### config.mk
export PLATFORM = sky130hd
export DESIGN_NAME = arithEncoder
export DESIGN_NICKNAME = d
export VERILOG_FILES = /design/src/hdl/arithPkg.sv /design/src/hdl/intervalIf.sv /design/src/hdl/arithEncoder.sv /design/src/hdl/wordPacker.sv /design/src/hdl/renormalizer.sv /design/src/hdl/intervalUpdate.sv /design/src/hdl/seqDivider.sv /design/src/hdl/freqModel.sv
export SDC_FILE = /design/constraint.sdc
export NUM_CORES = 1
export LEC_CHECK = 0
export BUFFER_PORTS_ARGS = -buffer_cell sky130_fd_sc_hd__buf_2
export CORE_MARGIN = 3
export CORE_UTILIZATION = 65
export CTS_BUF_LIST = sky130_fd_sc_hd__clkbuf_4 sky130_fd_sc_hd__clkbuf_8
export CTS_CLUSTER_DIAMETER = 80
export CTS_CLUSTER_SIZE = 20
export DETAILED_ROUTE_END_ITERATION = 16
export GPL_ROUTABILITY_DRIVEN = 0
export GPL_TIMING_DRIVEN = 0
export HOLD_SLACK_MARGIN = 0.05
export PLACE_DENSITY = 0.93
export RECOVER_POWER = 50
export REMOVE_ABC_BUFFERS = 1
export SLEW_MARGIN = 20
export SYNTH_ARGS = -nofsm -noshare
export SYNTH_HDL_FRONTEND = slang
export SYNTH_SLANG_ARGS = --single-unit
### constraint.sdc
create_clock -name clk -period 6.15 [get_ports clk]
set_input_delay 0.615 -clock clk [delete_from_list [all_inputs] [get_ports clk]]
set_output_delay 0.615 -clock clk [all_outputs]
set_load 0.1 [all_outputs]
### src/hdl/arithPkg.sv
// arithmetic encoder constants, interval bounds, symbol model and shared types
`default_nettype none

package arithPkg;

    localparam int PRECISION = 18;          // interval precision in bits
    localparam int NUM_SYMBOLS = 5;
    localparam int EOF_SYMBOL = 4;
    localparam int SYM_BITS = 3;
    localparam int FREQ_BITS = 7;
    localparam int PRODUCT_BITS = PRECISION + FREQ_BITS;    // span times a count
    localparam int PENDING_BITS = 7;

    typedef logic [PRECISION-1:0] bound_t;
    typedef logic [SYM_BITS-1:0] symbol_t;
    typedef logic [FREQ_BITS-1:0] freq_t;

    localparam bound_t WHOLE = bound_t'(2 ** (PRECISION - 1));
    localparam bound_t HALF = bound_t'(2 ** (PRECISION - 2));
    localparam bound_t QUARTER = bound_t'(2 ** (PRECISION - 3));
    localparam bound_t THREE_QUARTERS = bound_t'(3 * 2 ** (PRECISION - 3));

    localparam freq_t TOTAL_FREQ = 61;

    // symbol k covers [CUM_FREQ[k], CUM_FREQ[k+1])
    localparam freq_t CUM_FREQ [NUM_SYMBOLS+1] = '{0, 20, 36, 51, 59, 61};

endpackage

`default_nettype wire
### src/hdl/intervalIf.sv
// one symbol's interval update request and result
`timescale 1ns/1ns
`default_nettype none

interface intervalIf;

    logic go;                       // single-cycle request
    arithPkg::bound_t curLow;       // interval before the symbol
    arithPkg::bound_t curHigh;
    arithPkg::symbol_t symbol;
    arithPkg::bound_t low;          // narrowed interval, valid with done
    arithPkg::bound_t high;
    logic done;

    modport upd (input go, curLow, curHigh, symbol, output low, high, done);
    modport ren (output go, curLow, curHigh, symbol, input low, high, done);

endinterface

`default_nettype wire

### src/hdl/arithEncoder.sv
// arithmetic encoder top with symbol request handshake and start/idle control
`timescale 1ns/1ns
`default_nettype none

module arithEncoder #(
    parameter int WORD_WIDTH = 32
) (
    input wire clk,
    input wire rstn,
    input wire start,
    output logic idle,
    output logic symbolReq,
    input wire symbolAck,
    input wire arithPkg::symbol_t symbol,
    output logic wordReady,
    input wire wordAck,
    output logic [WORD_WIDTH-1:0] word,
    output logic [$clog2(WORD_WIDTH/8):0] validBytes
);

    typedef enum logic [1:0] {IDLE, RUN, REQUEST, RELEASE} ctrl_t;

    ctrl_t ctrl;
    arithPkg::symbol_t symbolHeld;
    logic symbolTaken;
    logic needSymbol;
    logic finished;
    logic bitValid;
    logic bitValue;
    logic flush;
    logic bitStall;

    intervalIf ivBus ();

    assign idle = ctrl == IDLE;
    assign symbolReq = ctrl == REQUEST;
    assign symbolTaken = (ctrl == RELEASE) && !symbolAck;  // only once ack is back low

    always_ff @(posedge clk) begin
        if (!rstn) begin
            ctrl <= IDLE;
        end else begin
            case (ctrl)
                IDLE: begin
                    if (start) begin
                        ctrl <= RUN;
                    end
                end
                RUN: begin
                    if (finished) begin
                        ctrl <= IDLE;
                    end else if (needSymbol) begin
                        ctrl <= REQUEST;
                    end
                end
                REQUEST: begin
                    if (symbolAck) begin
                        symbolHeld <= symbol;
                        ctrl <= RELEASE;
                    end
                end
                default: begin
                    if (!symbolAck) begin
                        ctrl <= RUN;
                    end
                end
            endcase
        end
    end

    intervalUpdate i_intervalUpdate (
        .clk,
        .rstn,
        .bus(ivBus.upd)
    );

    renormalizer i_renormalizer (
        .clk,
        .rstn,
        .bus(ivBus.ren),
        .symbolIn(symbolHeld),
        .symbolTaken,
        .needSymbol,
        .finished,
        .bitValid,
        .bitValue,
        .flush,
        .bitStall
    );

    wordPacker #(
        .WORD_WIDTH(WORD_WIDTH)
    ) i_wordPacker (
        .clk,
        .rstn,
        .bitValid,
        .bitValue,
        .flush,
        .bitStall,
        .wordReady,
        .wordAck,
        .word,
        .validBytes
    );

endmodule

`default_nettype wire

### src/hdl/wordPacker.sv
// packs bits LSB first into words and hands each out over a four-phase handshake
`timescale 1ns/1ns
`default_nettype none

module wordPacker #(
    parameter int WORD_WIDTH = 32
) (
    input wire clk,
    input wire rstn,
    input wire bitValid,
    input wire bitValue,
    input wire flush,
    output logic bitStall,
    output logic wordReady,
    input wire wordAck,
    output logic [WORD_WIDTH-1:0] word,
    output logic [$clog2(WORD_WIDTH/8):0] validBytes
);

    localparam int FILL_BITS = $clog2(WORD_WIDTH);
    localparam int BYTE_BITS = $clog2(WORD_WIDTH / 8) + 1;

    typedef enum logic [1:0] {COLLECT, WAIT_ACK, WAIT_RELEASE} state_t;

    state_t state;
    logic [FILL_BITS-1:0] fill;     // index of the next bit

    assign bitStall = state != COLLECT;
    assign wordReady = state == WAIT_ACK;

    always_ff @(posedge clk) begin
        if (!rstn) begin
            state <= COLLECT;
            fill <= '0;
            word <= '0;
        end else begin
            case (state)
                COLLECT: begin
                    if (bitValid) begin
                        word[fill] <= bitValue;
                        if (flush || fill == FILL_BITS'(WORD_WIDTH - 1)) begin
                            validBytes <= BYTE_BITS'(fill >> 3) + 1'b1;   // bytes touched
                            fill <= '0;
                            state <= WAIT_ACK;
                        end else begin
                            fill <= fill + 1'b1;
                        end
                    end
                end
                WAIT_ACK: begin
                    if (wordAck) begin
                        word <= '0;     // unused bits of a short word read as zero
                        state <= WAIT_RELEASE;
                    end
                end
                default: begin
                    if (!wordAck) begin
                        state <= COLLECT;
                    end
                end
            endcase
        end
    end

endmodule

`default_nettype wire

### src/hdl/renormalizer.sv
// interval scaling FSM with pending-bit tracking and end-of-stream flush
`timescale 1ns/1ns
`default_nettype none

module renormalizer (
    input wire clk,
    input wire rstn,
    intervalIf.ren bus,
    input wire arithPkg::symbol_t symbolIn,
    input wire symbolTaken,
    output logic needSymbol,
    output logic finished,
    output logic bitValid,
    output logic bitValue,
    output logic flush,
    input wire bitStall
);

    typedef enum logic [2:0] {
        NEED_SYMBOL,
        UPDATE,
        SCALE,
        EMIT_PENDING,
        EMIT_FINAL,
        DRAIN
    } state_t;

    state_t state;
    arithPkg::bound_t low;
    arithPkg::bound_t high;
    arithPkg::symbol_t curSymbol;
    logic [arithPkg::PENDING_BITS-1:0] pending;
    logic pendingValue;         // complement of the last emitted bit
    logic lastSymbol;
    logic flushing;
    logic lowerHalf;
    logic upperHalf;
    logic middleHalf;
    logic accept;

    assign bus.curLow = low;
    assign bus.curHigh = high;
    assign bus.symbol = curSymbol;

    always_comb begin
        lowerHalf = high < arithPkg::HALF;
        upperHalf = low > arithPkg::HALF;
        middleHalf = (low > arithPkg::QUARTER) && (high < arithPkg::THREE_QUARTERS);
        bitValid = 1'b0;
        bitValue = 1'b0;
        case (state)
            SCALE: begin
                bitValid = lowerHalf || upperHalf;
                bitValue = !lowerHalf;
            end
            EMIT_FINAL: begin
                bitValid = 1'b1;
                bitValue = low > arithPkg::QUARTER;
            end
            EMIT_PENDING: begin
                bitValid = 1'b1;
                bitValue = pendingValue;
            end
            default: bitValid = 1'b0;
        endcase
    end

    assign accept = bitValid && !bitStall;
    assign flush = (state == EMIT_PENDING) && flushing && (pending == 1);
    assign needSymbol = state == NEED_SYMBOL;
    assign finished = (state == DRAIN) && !bitStall;    // last word handed out

    always_ff @(posedge clk) begin
        if (!rstn) begin
            state <= NEED_SYMBOL;
            low <= '0;
            high <= arithPkg::WHOLE;
            pending <= '0;
            lastSymbol <= 1'b0;
            flushing <= 1'b0;
            bus.go <= 1'b0;
        end else begin
            bus.go <= 1'b0;
            case (state)
                NEED_SYMBOL: begin
                    if (symbolTaken) begin
                        curSymbol <= symbolIn;
                        lastSymbol <= symbolIn == arithPkg::EOF_SYMBOL;
                        bus.go <= 1'b1;
                        state <= UPDATE;
                    end
                end
                UPDATE: begin
                    if (bus.done) begin
                        low <= bus.low;
                        high <= bus.high;
                        state <= SCALE;
                    end
                end
                SCALE: begin
                    if (lowerHalf || upperHalf) begin
                        if (accept) begin
                            low <= lowerHalf ? low << 1 : (low - arithPkg::HALF) << 1;
                            high <= lowerHalf ? high << 1 : (high - arithPkg::HALF) << 1;
                            pendingValue <= lowerHalf;
                            if (pending != '0) begin
                                state <= EMIT_PENDING;
                            end
                        end
                    end else if (middleHalf) begin
                        low <= (low - arithPkg::QUARTER) << 1;
                        high <= (high - arithPkg::QUARTER) << 1;
                        pending <= pending + 1'b1;
                    end else if (lastSymbol) begin
                        pending <= pending + 1'b1;      // one extra bit pins the final quarter
                        state <= EMIT_FINAL;
                    end else begin
                        state <= NEED_SYMBOL;
                    end
                end
                EMIT_FINAL: begin
                    if (accept) begin
                        pendingValue <= !bitValue;
                        flushing <= 1'b1;
                        state <= EMIT_PENDING;
                    end
                end
                EMIT_PENDING: begin
                    if (accept) begin
                        pending <= pending - 1'b1;
                        if (pending == 1) begin
                            state <= flushing ? DRAIN : SCALE;
                        end
                    end
                end
                default: begin
                    if (!bitStall) begin        // fresh interval for the next stream
                        low <= '0;
                        high <= arithPkg::WHOLE;
                        lastSymbol <= 1'b0;
                        flushing <= 1'b0;
                        state <= NEED_SYMBOL;
                    end
                end
            endcase
        end
    end

endmodule

`default_nettype wire

### src/hdl/intervalUpdate.sv
// narrows the coding interval for one symbol, multiply then two divisions
`timescale 1ns/1ns
`default_nettype none

module intervalUpdate (
    input wire clk,
    input wire rstn,
    intervalIf.upd bus
);

    localparam int DIVIDEND_WIDTH = arithPkg::PRODUCT_BITS;
    localparam int DIVISOR_WIDTH = arithPkg::FREQ_BITS;

    typedef enum logic [1:0] {IDLE, MULTIPLY, DIV_HIGH, DIV_LOW} state_t;

    state_t state;
    arithPkg::bound_t base;
    arithPkg::bound_t span;
    arithPkg::freq_t lowCount;
    arithPkg::freq_t highCount;
    logic [DIVIDEND_WIDTH-1:0] lowProduct;
    logic [DIVIDEND_WIDTH-1:0] highProduct;
    logic [DIVIDEND_WIDTH-1:0] dividend;
    logic [DIVIDEND_WIDTH-DIVISOR_WIDTH-1:0] quotient;
    logic startDiv;
    logic doneDiv;

    freqModel i_freqModel (
        .clk,
        .symbol(bus.symbol),
        .lowCount,
        .highCount
    );

    // one divider, high product first
    assign dividend = (state == DIV_LOW) ? lowProduct : highProduct;

    seqDivider #(
        .DIVIDEND_WIDTH(DIVIDEND_WIDTH),
        .DIVISOR_WIDTH(DIVISOR_WIDTH)
    ) i_seqDivider (
        .clk,
        .rstn,
        .startDiv,
        .dividend,
        .divisor(arithPkg::TOTAL_FREQ),
        .quotient,
        .doneDiv
    );

    always_ff @(posedge clk) begin
        if (!rstn) begin
            state <= IDLE;
            startDiv <= 1'b0;
            bus.done <= 1'b0;
        end else begin
            startDiv <= 1'b0;
            bus.done <= 1'b0;
            case (state)
                IDLE: begin
                    if (bus.go) begin       // counts are looked up on this edge
                        base <= bus.curLow;
                        span <= bus.curHigh - bus.curLow;
                        state <= MULTIPLY;
                    end
                end
                MULTIPLY: begin
                    highProduct <= span * highCount;
                    lowProduct <= span * lowCount;
                    startDiv <= 1'b1;
                    state <= DIV_HIGH;
                end
                DIV_HIGH: begin
                    if (doneDiv) begin
                        bus.high <= arithPkg::bound_t'(base + quotient);
                        startDiv <= 1'b1;
                        state <= DIV_LOW;
                    end
                end
                default: begin
                    if (doneDiv) begin
                        bus.low <= arithPkg::bound_t'(base + quotient);
                        bus.done <= 1'b1;
                        state <= IDLE;
                    end
                end
            endcase
        end
    end

endmodule

`default_nettype wire

### src/hdl/seqDivider.sv
// restoring shift-subtract divider, one quotient bit per clock
`timescale 1ns/1ns
`default_nettype none

module seqDivider #(
    parameter int DIVIDEND_WIDTH = 25,
    parameter int DIVISOR_WIDTH = 7
) (
    input wire clk,
    input wire rstn,
    input wire startDiv,
    input wire [DIVIDEND_WIDTH-1:0] dividend,
    input wire [DIVISOR_WIDTH-1:0] divisor,
    output logic [DIVIDEND_WIDTH-DIVISOR_WIDTH-1:0] quotient,
    output logic doneDiv
);

    // top bits of the dividend must be below the divisor
    localparam int QUOT_WIDTH = DIVIDEND_WIDTH - DIVISOR_WIDTH;
    localparam int COUNT_BITS = $clog2(QUOT_WIDTH + 1);

    logic [DIVISOR_WIDTH-1:0] rem;
    logic [DIVISOR_WIDTH-1:0] remSrc;
    logic [QUOT_WIDTH-1:0] shiftReg;        // low dividend bits out, quotient bits in
    logic [QUOT_WIDTH-1:0] shiftSrc;
    logic [DIVISOR_WIDTH:0] trial;
    logic fits;
    logic [COUNT_BITS-1:0] count;
    logic busy;

    // the first step works straight from the operands
    always_comb begin
        remSrc = startDiv ? dividend[DIVIDEND_WIDTH-1:QUOT_WIDTH] : rem;
        shiftSrc = startDiv ? dividend[QUOT_WIDTH-1:0] : shiftReg;
        trial = {remSrc, shiftSrc[QUOT_WIDTH-1]};
        fits = trial >= {1'b0, divisor};
    end

    always_ff @(posedge clk) begin
        if (startDiv || busy) begin
            rem <= fits ? DIVISOR_WIDTH'(trial - {1'b0, divisor}) : trial[DIVISOR_WIDTH-1:0];
            shiftReg <= {shiftSrc[QUOT_WIDTH-2:0], fits};
        end
    end

    always_ff @(posedge clk) begin
        if (!rstn) begin
            busy <= 1'b0;
            count <= '0;
            doneDiv <= 1'b0;
        end else begin
            doneDiv <= 1'b0;
            if (startDiv) begin
                busy <= 1'b1;
                count <= COUNT_BITS'(QUOT_WIDTH - 1);      // steps left after this one
            end else if (busy) begin
                count <= count - 1'b1;
                if (count == COUNT_BITS'(1)) begin
                    busy <= 1'b0;
                    doneDiv <= 1'b1;
                end
            end
        end
    end

    assign quotient = shiftReg;     // holds until the next start

endmodule

`default_nettype wire

### src/hdl/freqModel.sv
// registered lookup of the cumulative counts bounding a symbol
`timescale 1ns/1ns
`default_nettype none

module freqModel (
    input wire clk,
    input wire arithPkg::symbol_t symbol,
    output arithPkg::freq_t lowCount,
    output arithPkg::freq_t highCount
);

    always_ff @(posedge clk) begin
        if (int'(symbol) < arithPkg::NUM_SYMBOLS) begin
            lowCount <= arithPkg::CUM_FREQ[int'(symbol)];
            highCount <= arithPkg::CUM_FREQ[int'(symbol) + 1];
        end else begin
            lowCount <= '0;     // codes past EOF get an empty range
            highCount <= '0;
        end
    end

endmodule

`default_nettype wire

Yosys cells after proc, flatten, opt, wreduce, memory -nomap -nowiden
Memories as Yosys holds them, arrays and structs flattened. A register that Yosys moved wholly into a read port is not among the register bits.
Cells that the tools add are included.
{"block": "totals", "register_bits": 258, "mem_bits_ro": 112, "input_bits": 8, "output_inout_bits": 38, "word_cells": 238, "memories": 2}
{"memory": "(name not given)", "depth": 8, "word_bits": 7, "rd": 1, "rd_clocked_by_memory_dff": 1, "write_ports": 0, "line": "freqModel.sv:15", "source": "highCount <= arithPkg::CUM_FREQ[int'(symbol) + 1];"}
{"memory": "(name not given)", "depth": 8, "word_bits": 7, "rd": 1, "rd_clocked_by_memory_dff": 1, "write_ports": 0, "line": "freqModel.sv:14", "source": "lowCount <= arithPkg::CUM_FREQ[int'(symbol)];"}
{"block": "classes", "addsub": 13, "mul": 2, "order_cmp": 8, "n_eq_ne": 43, "n_mux": 78, "bitwise_logic": 8, "n_reduce_logical": 54}
{"operator": "$mux W18", "n": 13}
{"operator": "$pmux W18 S3", "n": 2}
{"operator": "$mux W32", "n": 2}
{"operator": "$pmux W32 S2", "n": 1}
{"operator": "$mul A18 B7 Y25", "n": 2}
{"operator": "$mux W7", "n": 6}
{"operator": "$lt A18 B17 Y1 const B", "n": 2}
{"operator": "$mux W3", "n": 12}
{"operator": "$sub A17 B16 Y17 const B", "n": 2}
{"operator": "$sub A17 B17 Y17 const B", "n": 2}
{"operator": "$bwmux W32", "n": 1}
{"operator": "$not A3 Y32", "n": 1}
{"operator": "$not A4 Y32", "n": 1}
{"operator": "$reduce_and A3 Y1", "n": 9}
{"operator": "$mux W25", "n": 1}
{"operator": "$mux W2", "n": 12}
{"operator": "$ne A2 B1 Y1 const B", "n": 10}
{"operator": "$add A18 B18 Y18", "n": 1}
{"operator": "$gt A18 B16 Y1 const B", "n": 1}
{"operator": "$gt A18 B17 Y1 const B", "n": 1}
{"operator": "$sub A18 B18 Y18", "n": 1}
{"operator": "$reduce_and A4 Y1", "n": 4}
{"operator": "$mux W5", "n": 3}
{"operator": "$pmux W3 S5", "n": 1}
{"operator": "47 further kinds", "n": 115}

Depth between registers and ports, before layout
{"block": "depth", "word_depth": 7, "depth_mapped": 19, "ltp_nobuf": 18}

Modules after synthesis
Synthesis repeated with hierarchy kept, for this count alone.
{"block": "hier_totals", "hier_cells": 2153, "area_unflattened_um2": 21546.9}
{"mod": "intervalUpdate", "n_inst": 1, "cells_each": 1342, "area_per_inst_um2": 13755.7, "seq_area_each_um2": 3743.6}
{"mod": "renormalizer", "n_inst": 1, "cells_each": 331, "area_per_inst_um2": 2992.9, "seq_area_each_um2": 1101.1}
{"mod": "wordPacker", "n_inst": 1, "cells_each": 271, "area_per_inst_um2": 2268.4, "seq_area_each_um2": 870.8}
{"mod": "seqDivider", "n_inst": 1, "cells_each": 140, "area_per_inst_um2": 1794.2, "seq_area_each_um2": 890.9}
{"mod": "freqModel", "n_inst": 1, "cells_each": 41, "area_per_inst_um2": 427.9, "seq_area_each_um2": 240.2}
{"mod": "arithEncoder", "n_inst": 1, "cells_each": 28, "area_per_inst_um2": 307.8, "seq_area_each_um2": 130.1}

Worst setup path after synthesis
Ideal clock, no wire load.
{"block": "synth_path", "kind": "reg-to-reg", "from": "reg i_intervalUpdate.span[3]", "to": "reg i_intervalUpdate.highProduct[24] (data pin)", "setup_ns": 0.262, "arrival_ns": 4.911, "required_ns": 5.888, "setup_slack_ns": 0.978, "stages_incl_launch_ff": 20, "path_buffers": 1, "period_less_slack_ns": 5.172, "cell_sequence": "edfxtp_1 -> clkbuf_1 -> and2_1 -> fa_1 -> inv_1 -> fa_1 -> inv_1 -> fa_1 -> inv_1 -> fa_1 -> inv_1 -> ha_1 -> a2111oi_1 -> o21ai_0 -> a21oi_1 -> a31oi_1 -> a41o_1 -> o211ai_1 -> o21ai_1 -> xor2_1"}
{"block": "synth_between", "elab_chain_len": 1}
{"element": "start, declared", "line": "intervalUpdate.sv:18", "source": "arithPkg::bound_t span;"}
{"element": "start signal, assigned", "line": "intervalUpdate.sv:63", "source": "span <= bus.curHigh - bus.curLow;"}
{"element": "$mul A18 B7 Y25", "line": "intervalUpdate.sv:68", "source": "highProduct <= span * highCount;"}
{"element": "end signal, assigned", "line": "intervalUpdate.sv:68"}
{"element": "end, declared", "line": "intervalUpdate.sv:22", "source": "logic [DIVIDEND_WIDTH-1:0] highProduct;"}
Every way passes these cells.
A chain may end at the register's enable or synchronous reset.

Final worst setup path
Same ends and word-level chain as after synthesis.

==> results.yml <==
clock_network:
  inserted_clock_buffers: 17
  clock-root-buffer: "clkbuf_8"
  cts-hold-fix-buffers: 0
  worstSkewPairLatency_ps: 560
  buffer_depth_of_the_longest_clock_path: 3
  cts.clk_slew.worst_paths_ps: 140
  ctsResizeCount: 0
  numClockSinks: 270
  h_tree_depth: 1
  postCtsSetupBuffers: 0
  cts_tree: "built"
detailed_routing:
  final_ant_viol_nets: 0
  drtIter0Drc: 1304
  detailedRoute.firstPassIterationCount: 6
  viasPerCell: 6.28
  route.final.wire_length_um: 44700
  wl_per_cell_um: 18.6
  vias: 15100
  remaining_drc_errors: 0
sta:
  report.final.hold_viol_count: 0
  post-route-min-period_ps: 5750
  post-route-period-util_pct: 93.5
  grt_setup_unrepaired: "no"
  drv_slew: 220
  slew-limit-headroom_pct: -134
  fin_tns_setup_ps: 0
  fin_worst_skew_ps: 22.4
  finalSetupViolCount: 0
  worst-slew-pin-transition_ps: 3500
  fmax_ghz: 0.174
  timing.hold.ws_ps: 242
  post_layout_worst_setup_margin_ps: 397
placement:
  preCtsSetupSlack_ps: 337
  numPortBuffers: 45
  place.detailed.hpwl_um: 32500
  placedCellCount: 2379
pwr:
  ir_drop_uv: 233
  power_density_nw_per_um2: 203
  p_leak_nw: 8.59
critical_path:
  worst-endpoint-required_ps: 6480
  critPathMaxFanout: 12
  worstReg2RegEnd: "i_intervalUpdate.highProduct[24]"
  cp_slowest_stage_delay_ps: 620
  crit_type: "register to register"
  rr_worst_depth: 18
  cp_max_stage_cell: "edfxtp_1"
  cell_by_cell_listing_of_the_critical_path: "and2_1 > fa_1 > inv_1 > fa_1 > inv_1 > fa_1 > inv_1 > fa_1 > inv_1 > ha_1 > a2111oi_1 > o21ai_0 > a21oi_2 > a31oi_1 > a41o_1 > o211ai_1 > o21ai_1 > xor2_1"
  setup_crit_end_kind: "register"
  reg2reg_from: "i_intervalUpdate.span[3]"
  category_of_the_worst_setup_path_launch_point: "register"
  worst-r2r-setup-slack_ps: 400
  arrival_ps: 6080
final_layout:
  layout_common_cells: "inv_1 (222), and2_1 (195), ha_1 (181)"
  mostFrequentLayoutCell: "inv_1"
  final.fill_count: 2167
  layout-drive-gt1-share_pct: 3.42
  fin_nets: 2325
  antenna_cells: 0
  layout.cells.non_filler: 2408
  synthToLayoutAreaGrowth_pct: 3.68
floorplanning:
  area_of_the_core_region_um2: 30000
  floorplan_die_width_um: 181
  fp.dieH_um: 181
  floorplan.die_area_um2: 32800
  row_count: 63
  initial_cell_density_of_the_core_pct: 66.6
  ioPinCount: 46
synth:
  post-synth-top-area-fraction_pct: 23.6
  arithmetic_cell_share_of_the_synthesized_area_counting_full_adders_half_adders_and_majority_gates_pct: 24.2
  synth-async-reset-ratio_pct: 0
  synth_ff_type: "edfxtp_1"
  synth.ff_latch_count: 270
  synth_area_in_compound_gates_pct: 14.0
  cell_area_after_synthesis_um2: 19900
  post-synth-top-area-cell: "edfxtp_1"
  synth_cells: 2029
  synth_enable_flop_cells: 157
  ys.warnings.count: 0
  xor_xnor_share_of_the_synthesized_area_pct: 3.38
  synthMuxAreaShare_pct: 1.66
  syn_avg_cell_area_um2: 9.83
  synth_simple_gate_area_share_pct: 15.6
  yosysUniqueCellTypes: 73
  synth_area_leaders: "edfxtp_1 (24%), fa_1 (13%), ha_1 (11%), dfxtp_1 (11%), and2_1 (6.2%)"
  largest_family_of_logic_cells_by_synthesized_area: "adder cells"
  ys_seq_area_share_pct: 35.0
min_path:
  hold_path_depth: 1
  timing.hold.worst.class: "input pin to register"
  hold_path_startpoint: "symbol[0]"
  worst_hold_path.endpoint: "symbolHeld[0]"
global_routing:
  grt_pass1_wl_um: 75800
  grt_pass1_vias: 15900
  overall_track_demand_over_capacity_in_global_routing_pct: 27.5
  grt_max_degree: 73
  grt_antenna_before_repair: 0
  grt_overflow: 0
flow_run:
  max_cap_viol_count: 5
status:
  status: "complete, but fails checks"
  failed_checks: "capacitance limit, slew limit"
[power breakdown]
group,switching [mW],leakage [nW],internal [mW]
clock network,0.578,0.173,0.326
logic,0.670,6.08,0.435
registers,0.0964,2.33,2.08
[worst max-delay path: cells and delay by family (launching register included)]
family	cells	cell delay (ps)
fa+ha+maj	5	2440
flops	1	620
compound gates	7	1860
xor+xnor	1	150
buf+inv	4	210
simple gates	1	250
[worst max-delay path by stage]
stage	slack, ps	end	startpoint
2_1_floorplan	1030	i_intervalUpdate.highProduct[24]	i_intervalUpdate.span[3]
3_3_place_gp	470	i_intervalUpdate.highProduct[24]	i_intervalUpdate.span[3]
3_5_place_dp	340	i_intervalUpdate.highProduct[24]	i_intervalUpdate.span[3]
4_1_cts	340	i_intervalUpdate.highProduct[24]	i_intervalUpdate.span[3]
5_1_grt	120	i_intervalUpdate.highProduct[22]	i_intervalUpdate.i_freqModel.highCount[3]
6_report	400	i_intervalUpdate.highProduct[24]	i_intervalUpdate.span[3]
[routing by layer]
layer	wire, µm	track usage, %
met1	17700	35.0
met2	22200	47.6
met3	2950	3.02
met4	1850	12.0
met5	0	0
[layout make-up]
class	instances	area, µm²	area share [%]
inverter	223	837	4.05
clock inverter	2	13.8	0.0666
multi-input combinational	1445	11800	57.0
sequential	270	6980	33.8
clock buffer	27	309	1.49
tap	390	488	2.36
timing repair buffer	51	260	1.26
[flip-flops by register name, summed over array words and instances, names as in the netlist, 2 cells and up]
name / count
i_intervalUpdate.i_seqDivider.quotient: 18
i_intervalUpdate.base: 18
i_renormalizer.state: 3
i_intervalUpdate.i_freqModel.highCount: 6
i_intervalUpdate.state: 2
i_intervalUpdate.highProduct: 25
i_intervalUpdate.i_seqDivider.rem: 7
i_wordPacker.validBytes: 3
i_wordPacker.fill: 5
ctrl: 2
i_renormalizer.bus.curHigh: 18
i_renormalizer.bus.curLow: 18
i_intervalUpdate.i_freqModel.lowCount: 6
i_wordPacker.state: 2
i_renormalizer.bus.symbol: 3
symbolHeld: 3
i_intervalUpdate.bus.high: 18
i_renormalizer.pending: 7
i_wordPacker.word: 32
i_intervalUpdate.i_seqDivider.count: 5
i_intervalUpdate.bus.low: 18
i_intervalUpdate.lowProduct: 25
i_intervalUpdate.span: 18
[synthesized netlist by cell type (13+ instances only)]
| cell type | number |
|---|---|
| inv_1 | 222 |
| and2_1 | 199 |
| ha_1 | 181 |
| edfxtp_1 | 157 |
| nor2_1 | 139 |
| fa_1 | 128 |
| dfxtp_1 | 113 |
| a21oi_1 | 111 |
| nand2_1 | 99 |
| o21ai_0 | 85 |
| clkbuf_1 | 73 |
| xnor2_1 | 54 |
| a211oi_1 | 42 |
| o211ai_1 | 36 |
| a22oi_1 | 34 |
| mux2i_1 | 32 |
| nor2b_1 | 28 |
| nand3_1 | 26 |
| nor3_1 | 26 |
| xor2_1 | 23 |
| a21o_1 | 21 |
| a31oi_1 | 20 |
| o21a_1 | 17 |
| or3_1 | 15 |
| and3_1 | 13 |
[logic make-up (layout without fill, tap and decap cells)]
kind of cell | after synthesis | after routing
buffers and inverters | 314 | 303
DFF | 270 | 270
xor gates and xnor gates | 77 | 77
muxes | 33 | 33
AOI/OAI and AO/OA | 433 | 433
adders and majority gates | 309 | 309
and+or+nand+nor | 593 | 593
[metrics by stage]
step | util, % | cell area [µm²] | power [mW]
4_1_cts | 69.3 | 20800 | 4.17
3_5_place_dp | 68.3 | 20400 | 3.28
3_3_place_gp | 67.7 | 20300 | 3.18
5_1_grt | 69.0 | 20700 | 4.37
2_1_floorplan | - | 19600 | 2.99
6_report | 69.0 | 20700 | 4.19
Note: power is estimated with default switching activity, not from simulation.
